===== src/source/dcache_macros.svh =====
`ifndef DCACHE_MACROS_SVH
`define DCACHE_MACROS_SVH

// Cache geometry
`define DCACHE_LINES        8
`define DCACHE_BLOCK_BYTES  8
`define DCACHE_OFFSET_BITS  3

// Line tag is address bits 31 down to the block offset
`define DCACHE_TAG_BITS     29

// Memory transaction tags, zero means no transaction
`define DCACHE_MEM_TAG_BITS 4

// Outstanding miss slots
`define DCACHE_MSHR_DEPTH   4

`endif

===== src/source/dcache_pkg.sv =====
`include "dcache_macros.svh"

package dcache_pkg;

    typedef logic [31:0] addr_t;
    typedef logic [31:0] word_t;

    typedef logic [`DCACHE_TAG_BITS-1:0] line_tag_t;

    // One block seen as bytes, as words or as a single 64-bit value
    typedef union packed {
        logic [`DCACHE_BLOCK_BYTES-1:0][7:0] bytes;
        logic [1:0][31:0]                    words;
        logic [63:0]                         dword;
    } block_t;

    typedef logic [`DCACHE_BLOCK_BYTES-1:0] byte_en_t;

    typedef logic [`DCACHE_MEM_TAG_BITS-1:0] mem_tag_t;

    typedef enum logic [1:0] {
        BYTE   = 2'h0,
        HALF   = 2'h1,
        WORD   = 2'h2,
        DOUBLE = 2'h3
    } mem_size_t;

    typedef struct packed {
        logic      valid;
        logic      dirty;
        line_tag_t tag;
        block_t    data;
    } cache_line_t;

    // Outstanding read, keyed by the tag memory handed back
    typedef struct packed {
        logic      valid;
        mem_tag_t  mem_tag;
        line_tag_t line_tag;
    } mshr_entry_t;

endpackage


===== src/source/dcache_subsystem.sv =====
`timescale 1ns/1ps

module dcache_subsystem
    import dcache_pkg::*;
(
    input  logic      clock,
    input  logic      reset,
    input  logic      load_valid,
    input  addr_t     load_addr,
    output logic      load_hit,
    output block_t    load_data,
    input  logic      store_valid,
    input  addr_t     store_addr,
    input  mem_size_t store_size,
    input  word_t     store_data,
    output logic      store_done,
    output logic      mem_read_valid,
    output line_tag_t mem_read_tag,
    input  logic      mem_read_accepted,
    input  mem_tag_t  mem_req_tag,
    input  block_t    mem_data,
    input  mem_tag_t  mem_data_tag,
    output logic      mem_write_valid,
    output line_tag_t mem_write_tag,
    output block_t    mem_write_data
);

    line_tag_t store_line_tag;
    block_t    store_block;
    byte_en_t  store_byte_en;
    logic      store_hit;
    logic      refill_busy;
    logic      evict_valid;
    line_tag_t evict_tag;
    block_t    evict_data;
    logic      refill_valid;
    line_tag_t refill_tag;
    logic      pending_found;
    line_tag_t miss_tag;
    logic      push_valid;
    mem_tag_t  push_mem_tag;
    line_tag_t push_line_tag;

    store_align u_store_align (
        .store_addr     (store_addr),
        .store_size     (store_size),
        .store_data     (store_data),
        .store_line_tag (store_line_tag),
        .store_block    (store_block),
        .store_byte_en  (store_byte_en)
    );

    dcache_array u_dcache_array (
        .clock          (clock),
        .reset          (reset),
        .load_valid     (load_valid),
        .load_addr      (load_addr),
        .store_valid    (store_valid),
        .store_line_tag (store_line_tag),
        .store_block    (store_block),
        .store_byte_en  (store_byte_en),
        .refill_valid   (refill_valid),
        .refill_tag     (refill_tag),
        .mem_data       (mem_data),
        .load_hit       (load_hit),
        .load_data      (load_data),
        .store_hit      (store_hit),
        .store_done     (store_done),
        .refill_busy    (refill_busy),
        .evict_valid    (evict_valid),
        .evict_tag      (evict_tag),
        .evict_data     (evict_data)
    );

    miss_arbiter u_miss_arbiter (
        .load_valid        (load_valid),
        .load_hit          (load_hit),
        .store_valid       (store_valid),
        .store_hit         (store_hit),
        .pending_found     (pending_found),
        .mem_read_accepted (mem_read_accepted),
        .refill_busy       (refill_busy),
        .load_addr         (load_addr),
        .store_line_tag    (store_line_tag),
        .mem_req_tag       (mem_req_tag),
        .evict_valid       (evict_valid),
        .evict_tag         (evict_tag),
        .evict_data        (evict_data),
        .miss_tag          (miss_tag),
        .mem_read_valid    (mem_read_valid),
        .mem_read_tag      (mem_read_tag),
        .mem_write_valid   (mem_write_valid),
        .mem_write_tag     (mem_write_tag),
        .mem_write_data    (mem_write_data),
        .push_valid        (push_valid),
        .push_mem_tag      (push_mem_tag),
        .push_line_tag     (push_line_tag)
    );

    dcache_mshr u_dcache_mshr (
        .clock         (clock),
        .reset         (reset),
        .push_valid    (push_valid),
        .push_mem_tag  (push_mem_tag),
        .mem_data_tag  (mem_data_tag),
        .push_line_tag (push_line_tag),
        .miss_tag      (miss_tag),
        .pending_found (pending_found),
        .refill_valid  (refill_valid),
        .refill_tag    (refill_tag)
    );

endmodule


===== src/source/dcache_mshr.sv =====
`timescale 1ns/1ps
`include "dcache_macros.svh"

module dcache_mshr
    import dcache_pkg::*;
(
    input  logic      clock,
    input  logic      reset,
    input  logic      push_valid,
    input  mem_tag_t  push_mem_tag,
    input  mem_tag_t  mem_data_tag,
    input  line_tag_t push_line_tag,
    input  line_tag_t miss_tag,
    output logic      pending_found,
    output logic      refill_valid,
    output line_tag_t refill_tag
);

    localparam int PTR_BITS = $clog2(`DCACHE_MSHR_DEPTH);

    mshr_entry_t         entries [`DCACHE_MSHR_DEPTH];
    logic [PTR_BITS-1:0] head;
    logic [PTR_BITS-1:0] tail;
    logic                pop;
    logic                push;

    function automatic logic [PTR_BITS-1:0] next_ptr(input logic [PTR_BITS-1:0] ptr);
        return (ptr == PTR_BITS'(`DCACHE_MSHR_DEPTH - 1)) ? '0 : ptr + 1'b1;
    endfunction

    // Duplicate search over every live entry
    always_comb begin
        pending_found = 1'b0;
        for (int i = 0; i < `DCACHE_MSHR_DEPTH; i++) begin
            if (entries[i].valid && entries[i].line_tag == miss_tag) begin
                pending_found = 1'b1;
            end
        end
    end

    // Only the oldest request may retire, anything out of order is dropped
    assign pop = (mem_data_tag != '0) && entries[head].valid
                 && (entries[head].mem_tag == mem_data_tag);

    // A full queue refuses the push, the miss stays presented and asks again
    assign push = push_valid && !entries[tail].valid;

    assign refill_valid = pop;
    assign refill_tag   = pop ? entries[head].line_tag : '0;

    always_ff @(posedge clock) begin
        if (!reset) begin
            head <= '0;
            tail <= '0;
            for (int i = 0; i < `DCACHE_MSHR_DEPTH; i++) begin
                entries[i].valid <= 1'b0;
            end
        end else begin
            if (pop) begin
                entries[head].valid <= 1'b0;
                head                <= next_ptr(head);
            end
            if (push) begin
                entries[tail] <= '{valid: 1'b1, mem_tag: push_mem_tag, line_tag: push_line_tag};
                tail          <= next_ptr(tail);
            end
        end
    end

endmodule


===== src/source/miss_arbiter.sv =====
`timescale 1ns/1ps
`include "dcache_macros.svh"

module miss_arbiter
    import dcache_pkg::*;
(
    input  logic      load_valid,
    input  logic      load_hit,
    input  logic      store_valid,
    input  logic      store_hit,
    input  logic      pending_found,
    input  logic      mem_read_accepted,
    input  logic      refill_busy,
    input  addr_t     load_addr,
    input  line_tag_t store_line_tag,
    input  mem_tag_t  mem_req_tag,
    input  logic      evict_valid,
    input  line_tag_t evict_tag,
    input  block_t    evict_data,
    output line_tag_t miss_tag,
    output logic      mem_read_valid,
    output line_tag_t mem_read_tag,
    output logic      mem_write_valid,
    output line_tag_t mem_write_tag,
    output block_t    mem_write_data,
    output logic      push_valid,
    output mem_tag_t  push_mem_tag,
    output line_tag_t push_line_tag
);

    logic store_miss;
    logic load_miss;
    logic miss_valid;

    assign store_miss = store_valid && !store_hit;
    assign load_miss  = load_valid && !load_hit;
    assign miss_valid = store_miss || load_miss;

    // Store misses go first
    assign miss_tag = store_miss ? store_line_tag : load_addr[31:`DCACHE_OFFSET_BITS];

    // Dirty victim goes out straight from the eviction register
    assign mem_write_valid = evict_valid;
    assign mem_write_tag   = evict_valid ? evict_tag : '0;
    assign mem_write_data  = evict_valid ? evict_data : '0;

    // Writeback beats a read, and a line already in flight is not asked for again.
    // No read goes out while a refill is being written either.
    assign mem_read_valid = miss_valid && !mem_write_valid && !pending_found && !refill_busy;
    assign mem_read_tag   = mem_read_valid ? miss_tag : '0;

    // Tag zero from memory means the request was not taken
    assign push_valid    = mem_read_valid && mem_read_accepted && (mem_req_tag != '0);
    assign push_mem_tag  = mem_req_tag;
    assign push_line_tag = miss_tag;

endmodule


===== src/source/dcache_array.sv =====
`timescale 1ns/1ps
`include "dcache_macros.svh"

module dcache_array
    import dcache_pkg::*;
(
    input  logic      clock,
    input  logic      reset,
    input  logic      load_valid,
    input  addr_t     load_addr,
    input  logic      store_valid,
    input  line_tag_t store_line_tag,
    input  block_t    store_block,
    input  byte_en_t  store_byte_en,
    input  logic      refill_valid,
    input  line_tag_t refill_tag,
    input  block_t    mem_data,
    output logic      load_hit,
    output block_t    load_data,
    output logic      store_hit,
    output logic      store_done,
    output logic      refill_busy,
    output logic      evict_valid,
    output line_tag_t evict_tag,
    output block_t    evict_data
);

    localparam int INDEX_BITS = $clog2(`DCACHE_LINES);
    localparam int LFSR_BITS  = 8;

    cache_line_t           lines [`DCACHE_LINES];
    logic [LFSR_BITS-1:0]  lfsr;
    line_tag_t             load_tag;
    logic [INDEX_BITS-1:0] store_index;
    logic [INDEX_BITS-1:0] free_index;
    logic [INDEX_BITS-1:0] fill_index;
    logic                  free_found;
    block_t                merged_data;
    logic                  merged_dirty;

    assign load_tag = load_addr[31:`DCACHE_OFFSET_BITS];

    // Fully associative lookups
    always_comb begin
        load_hit  = 1'b0;
        load_data = '0;
        for (int i = 0; i < `DCACHE_LINES; i++) begin
            if (load_valid && lines[i].valid && lines[i].tag == load_tag) begin
                load_hit  = 1'b1;
                load_data = lines[i].data;
            end
        end
    end

    always_comb begin
        store_hit   = 1'b0;
        store_index = '0;
        for (int i = 0; i < `DCACHE_LINES; i++) begin
            if (store_valid && lines[i].valid && lines[i].tag == store_line_tag) begin
                store_hit   = 1'b1;
                store_index = INDEX_BITS'(i);
            end
        end
    end

    // Lowest free line wins, otherwise the LFSR picks a victim
    always_comb begin
        free_found = 1'b0;
        free_index = '0;
        for (int i = `DCACHE_LINES - 1; i >= 0; i--) begin
            if (!lines[i].valid) begin
                free_found = 1'b1;
                free_index = INDEX_BITS'(i);
            end
        end
    end

    assign fill_index = free_found ? free_index : lfsr[INDEX_BITS-1:0];

    // Byte merge, dirty only if the contents really change
    always_comb begin
        merged_data = lines[store_index].data;
        for (int b = 0; b < `DCACHE_BLOCK_BYTES; b++) begin
            if (store_byte_en[b]) begin
                merged_data.bytes[b] = store_block.bytes[b];
            end
        end
        merged_dirty = lines[store_index].dirty || (merged_data != lines[store_index].data);
    end

    // Refill owns the write port this cycle
    assign refill_busy = refill_valid;
    assign store_done  = store_valid && store_hit && !refill_valid;

    // Taps 8,6,5,4
    always_ff @(posedge clock) begin
        if (!reset) begin
            lfsr <= 8'ha5;
        end else begin
            lfsr <= {lfsr[6:0], lfsr[7] ^ lfsr[5] ^ lfsr[4] ^ lfsr[3]};
        end
    end

    always_ff @(posedge clock) begin
        if (!reset) begin
            for (int i = 0; i < `DCACHE_LINES; i++) begin
                lines[i].valid <= 1'b0;
                lines[i].dirty <= 1'b0;
            end
        end else if (refill_valid) begin
            lines[fill_index] <= '{valid: 1'b1, dirty: 1'b0, tag: refill_tag, data: mem_data};
        end else if (store_done) begin
            lines[store_index].data  <= merged_data;
            lines[store_index].dirty <= merged_dirty;
        end
    end

    // Victim is captured before the refill overwrites it
    always_ff @(posedge clock) begin
        if (!reset) begin
            evict_valid <= 1'b0;
        end else begin
            evict_valid <= refill_valid && !free_found && lines[fill_index].dirty;
        end
    end

    always_ff @(posedge clock) begin
        evict_tag  <= lines[fill_index].tag;
        evict_data <= lines[fill_index].data;
    end

endmodule


===== src/source/store_align.sv =====
`timescale 1ns/1ps
`include "dcache_macros.svh"

module store_align
    import dcache_pkg::*;
(
    input  addr_t     store_addr,
    input  mem_size_t store_size,
    input  word_t     store_data,
    output line_tag_t store_line_tag,
    output block_t    store_block,
    output byte_en_t  store_byte_en
);

    logic [`DCACHE_OFFSET_BITS-1:0] offset;
    logic [1:0]                     half_index;
    logic                           word_index;

    assign store_line_tag = store_addr[31:`DCACHE_OFFSET_BITS];

    assign offset     = store_addr[`DCACHE_OFFSET_BITS-1:0];
    assign half_index = offset[2:1];
    assign word_index = offset[2];

    // Place the store data at its byte lane and flag the lanes it covers
    always_comb begin
        store_block   = '0;
        store_byte_en = '0;

        case (store_size)
            BYTE: begin
                store_block.bytes[offset] = store_data[7:0];
                store_byte_en[offset]     = 1'b1;
            end

            HALF: begin
                // Low address bit is ignored, halves sit on even lanes
                store_block.bytes[{half_index, 1'b0}] = store_data[7:0];
                store_block.bytes[{half_index, 1'b1}] = store_data[15:8];
                store_byte_en[{half_index, 1'b0}]     = 1'b1;
                store_byte_en[{half_index, 1'b1}]     = 1'b1;
            end

            default: begin
                // Store data is only 32 bits wide, so a double is stored as a word
                store_block.words[word_index] = store_data;
                store_byte_en = word_index ? 8'b1111_0000 : 8'b0000_1111;
            end
        endcase
    end

endmodule


===== config.mk =====
export PLATFORM = sky130hd
export DESIGN_NAME = dcache_subsystem
export DESIGN_NICKNAME = d
export VERILOG_FILES = /design/src/source/dcache_pkg.sv /design/src/source/dcache_subsystem.sv /design/src/source/dcache_mshr.sv /design/src/source/miss_arbiter.sv /design/src/source/dcache_array.sv /design/src/source/store_align.sv
export VERILOG_INCLUDE_DIRS = /design/src /design/src/source
export SDC_FILE = /design/constraint.sdc
export NUM_CORES = 2
export LEC_CHECK = 0
export ABC_CLOCK_PERIOD_IN_PS = 12400
export BUFFER_PORTS_ARGS = -buffer_cell sky130_fd_sc_hd__buf_2
export CORE_MARGIN = 4
export CORE_UTILIZATION = 56
export DETAILED_ROUTE_END_ITERATION = 8
export PLACE_DENSITY = 0.74
export SYNTH_ARGS = -nofsm -noshare
export SYNTH_HDL_FRONTEND = slang
export SYNTH_HIERARCHICAL = 1
export SYNTH_SLANG_ARGS = --single-unit

===== constraint.sdc =====
create_clock -name clock -period 12.4 [get_ports clock]
set_input_delay 3.72 -clock clock [delete_from_list [all_inputs] [get_ports clock]]
set_output_delay 3.72 -clock clock [all_outputs]
set_load 0.01 [all_outputs]

==> summary.md <==
| Metric | Value |
|---|---|
| Rows | 120 |
| Family with the most delay on the worst path | simple AND/OR/NAND/NOR gates |
| Arr. time, crit path | 8.72 ns |
| Drt drc | 1 |
| Vias | 56,700 |
| Leakage | 0.0256 µW |
| Pins Over Slew Limit | 0 |
| Clock H-tree levels | 3 |
| All-Layer GR Usage | 0.450 |
| Total CTS buffers | 108 |
| Placed Area | 64,600 µm² |
| Violated checks | DRC, setup timing |
| Hold WC Path Type | register to register |
| Initial antenna violation count | 28 |
| Buf+Inv Stages, Crit Path | 6 |
| Critical path type | input pin to output port |
| Initial Util | 0.564 |
| CTS tree | done |
| Filler instances | 8,487 |
| Max-cap viol count | 0 |
| Area Overhead vs Synth | 14.8% |
| Worst skew pair latency | 0.75 ns |
| CP Max Fanout | 7 |
| Final Hold Viols | 0 |
| Number of synthesized flops with an enable pin | 890 |
| Detail Placement HPWL | 178,000 µm |
| Minimum clock period | 12.44 ns |
| GRT overflow | 0 |
| Worst-margin pin slew | 1.42 ns |
| Die H | 336 µm |
| CP startpoint kind | input pin |
| Largest net degree at the start of global routing | 207 |
| Avg Cell Area, Syn | 9.48 µm² |
| Final Cell Area | 69,300 µm² |
| CP peak stage delay | 0.40 ns |
| Setup ws final | -0.0368 ns |
| Detail Route Antenna Nets | 0 |
| Post-synth cell types | 101 |
| Detailed-route wire length per cell | 32.6 µm |
| PortBufs | 361 |
| CTS Buffer Depth | 3 |
| Fmax | 0.0804 GHz |
| Synth warn | 6 |
| Die ar. | 113,000 µm² |
| Top FF cell, synth | edfxtp_1 |
| Post-route clock period utilization | 1.00 |
| Reg clk slew, reported paths | 0.06 ns |
| Clock Sinks | 1,006 |
| DRT Wirelength | 265,000 µm |
| CORE AREA | 107,000 µm² |
| Final layout net count | 6,796 |
| First-pass GRT wire length | 366,000 µm |
| Worst slew margin | 0.0465 |
| Critical Path RT | 8.68 ns |
| Cts hold-fix bufs | 0 |
| Post-synth ARST share | 0 |
| Peak VDD IR | 0.000134 V |
| Register area share after synthesis | 0.481 |
| P per Cell Area | 114 nW/µm² |
| CTS root buffer | clkbuf_16 |
| Clock skew | 0.0396 ns |
| Ports | 365 |
| Cells after Synth | 6,363 |
| Status | finished, violations left |
| Unrepaired setup endpoints after global routing | true |
| Crit end category | output port |
| DRT Pass-1 Iters | 9 |
| Final setup fails | 15 |
| Layout cells sized above 1 | 0.179 |
| Fin Hold WS | 0.442 ns |
| CP max-delay cell | or3_4 |
| Gpl congestion | 1.09 |
| Die X | 336 µm |
| Syn_nets | 6,543 |
| DRT iter0 DRCs | 10,900 |
| Synthesized flop and latch total | 1,006 |
| Post-DR vias/cell | 6.97 |
| Mapped cell area | 60,300 µm² |
| CP Cell Sequence | buf_2 -> xor2_1 -> nor4_2 -> nand4_1 -> buf_4 -> nor2_4 -> nor2_4 -> a21oi_4 -> nand2_2 -> or3_4 -> nor2b_4 -> clkbuf_16 -> mux2_4 -> buf_6 -> xor2_4 -> nor4_4 -> nand3_1 -> nor4_2 -> or4_4 -> nor3_4 -> o21ai_4 -> clkbuf_16 -> nor2b_2 -> buf_2 |
| Vias in the first global route | 51,600 |
cells by family after synthesis:
kind of cell | after synthesis | share of synthesized area
XOR/XNOR | 596 | 0.0865
AND/OR/NAND/NOR | 2811 | 0.221
buffers and inverters | 616 | 0.0461
multiplexers | 272 | 0.0545
AO/OA/AOI/OAI | 1057 | 0.110
flip-flops | 1006 | 0.481
adder cells (fa/ha/maj) | 5 | 0.00104
layer usage:
layer / GRT usage / vias up / routed length, µm
li1: - / 23300 / -
met1: 0.607 / 26900 / 94100
met5: 0 / - / 83
met2: 0.646 / 5321 / 109000
met3: 0.158 / 1128 / 44600
met4: 0.218 / 12 / 17000
synthesized netlist by cell type (all sizes together) (10+ instances only):
library cell | n | area (µm²)
nand2 | 1186 | 4450
edfxtp | 890 | 26700
nand3 | 571 | 2860
o21ai | 374 | 1880
xor2 | 370 | 3240
clkbuf | 365 | 1370
nor2 | 332 | 1250
a21oi | 285 | 1440
xnor2 | 226 | 1980
and2 | 187 | 1190
buf | 184 | 1160
nor4 | 135 | 875
mux2i | 124 | 1240
dfxtp | 116 | 2320
mux2 | 114 | 1280
nand4 | 101 | 632
nor3 | 81 | 438
inv | 65 | 244
nor2b | 58 | 438
a22o | 37 | 324
o211ai | 37 | 278
mux4 | 34 | 766
a2111oi | 32 | 287
and3 | 32 | 205
a221o | 30 | 300
a31oi | 29 | 181
a221oi | 28 | 245
o31ai | 25 | 188
a311oi | 21 | 190
or3 | 20 | 125
o22ai | 19 | 119
a22oi | 17 | 128
nand2b | 17 | 114
nor3b | 16 | 120
a211oi | 15 | 118
or2 | 14 | 87.6
and3b | 12 | 105
or4 | 12 | 90.1
a21o | 11 | 82.6
o21a | 10 | 75.1
o311ai | 10 | 87.6
path summary, 6_finish.rpt:
| kind | start | end | slack, ns | depth (start not counted) |
|---|---|---|---|---|
| worst max-delay path | store_addr[10] | mem_read_tag[27] | -0.04 | 24 |
| worst min-delay path | u_dcache_array/lfsr[6] | u_dcache_array/lfsr[7] | 0.44 | 1 |
| worst min register to register | u_dcache_array/lfsr[6] | u_dcache_array/lfsr[7] | 0.44 | 1 |
| worst max register to register | u_dcache_array/lines[5][70] | u_dcache_array/lines[6][93] | 4.82 | 18 |
flip-flops by register name (all words and copies together), names as in the netlist, named ones only:
register and count:
u_dcache_array/lines 760, u_dcache_mshr/entries 136, u_dcache_array/evict_data 64, u_dcache_array/evict_tag 29, u_dcache_array/lfsr 8, u_dcache_mshr/head 2, u_dcache_mshr/tail 2, u_dcache_array/evict_valid 1
final cells by class:
type,instances,area (µm²),share of cell area
multi-input cells,4742,29400,0.425
flip-flops and latches,1006,29100,0.419
repair buffers,691,5010,0.0723
clock buffers,140,2960,0.0428
well taps,1403,1760,0.0253
clock inverters,65,778,0.0112
inverters,67,254,0.00367
diodes,19,47.5,0.000686
power breakdown:
group	total, µW	switching (µW)	internal [µW]
logic	760	494	266
registers	3730	21.0	3710
clock network	3420	1440	1990
total	7910	1950	5960
through the flow:
step | setup slack, ns | std cells | utilization | setup TNS, ns | power [µW]
6_report | -0.0368 | 8133 | 0.647 | -0.240 | 7910
5_1_grt | -0.140 | 8123 | 0.647 | -2.82 | 8080
4_1_cts | 0.00441 | 8107 | 0.640 | 0 | 7850
3_5_place_dp | -0.595 | 7895 | 0.603 | -17.01 | 4480
3_3_place_gp | -0.538 | 7895 | 0.603 | -15.61 | 4470
2_1_floorplan | 0.00698 | 6363 | - | 0 | 4190
placed cells by master, fill, tap and decap left out, types with 25 or more instances in the layout:
cell type / Yosys / final
xor2_2: 0 / 25
o21ai_0: 369 / 367
xor2_1: 370 / 342
nor2b_1: 48 / 27
buf_4: 69 / 280
dfxtp_1: 116 / 114
mux2i_1: 124 / 124
buf_2: 41 / 335
a22o_1: 37 / 36
nand3_1: 571 / 570
a31oi_1: 29 / 29
xnor2_1: 226 / 225
nand2_1: 1185 / 1180
and2_1: 180 / 180
buf_12: 0 / 37
o211ai_1: 37 / 37
and3_1: 31 / 30
buf_6: 18 / 34
nor3_1: 77 / 75
clkbuf_16: 0 / 112
mux4_2: 34 / 34
a2111oi_0: 31 / 31
a221oi_1: 28 / 28
o31ai_1: 25 / 25
nor2_1: 331 / 309
a21oi_1: 281 / 280
nor4_1: 133 / 107
a221o_1: 30 / 30
inv_1: 64 / 63
nand4_1: 101 / 101
edfxtp_1: 890 / 890
mux2_2: 113 / 96
repair_timing:
action | in CTS | in global routing
buffers inserted | 5 | 4
pin swaps | 7 | 15
cloned | 2 | 3
gates resized for setup | 33 | 107
setup endpoints to repair | 30 | 30
No activity file was read; power rests on OpenSTA's default activity.
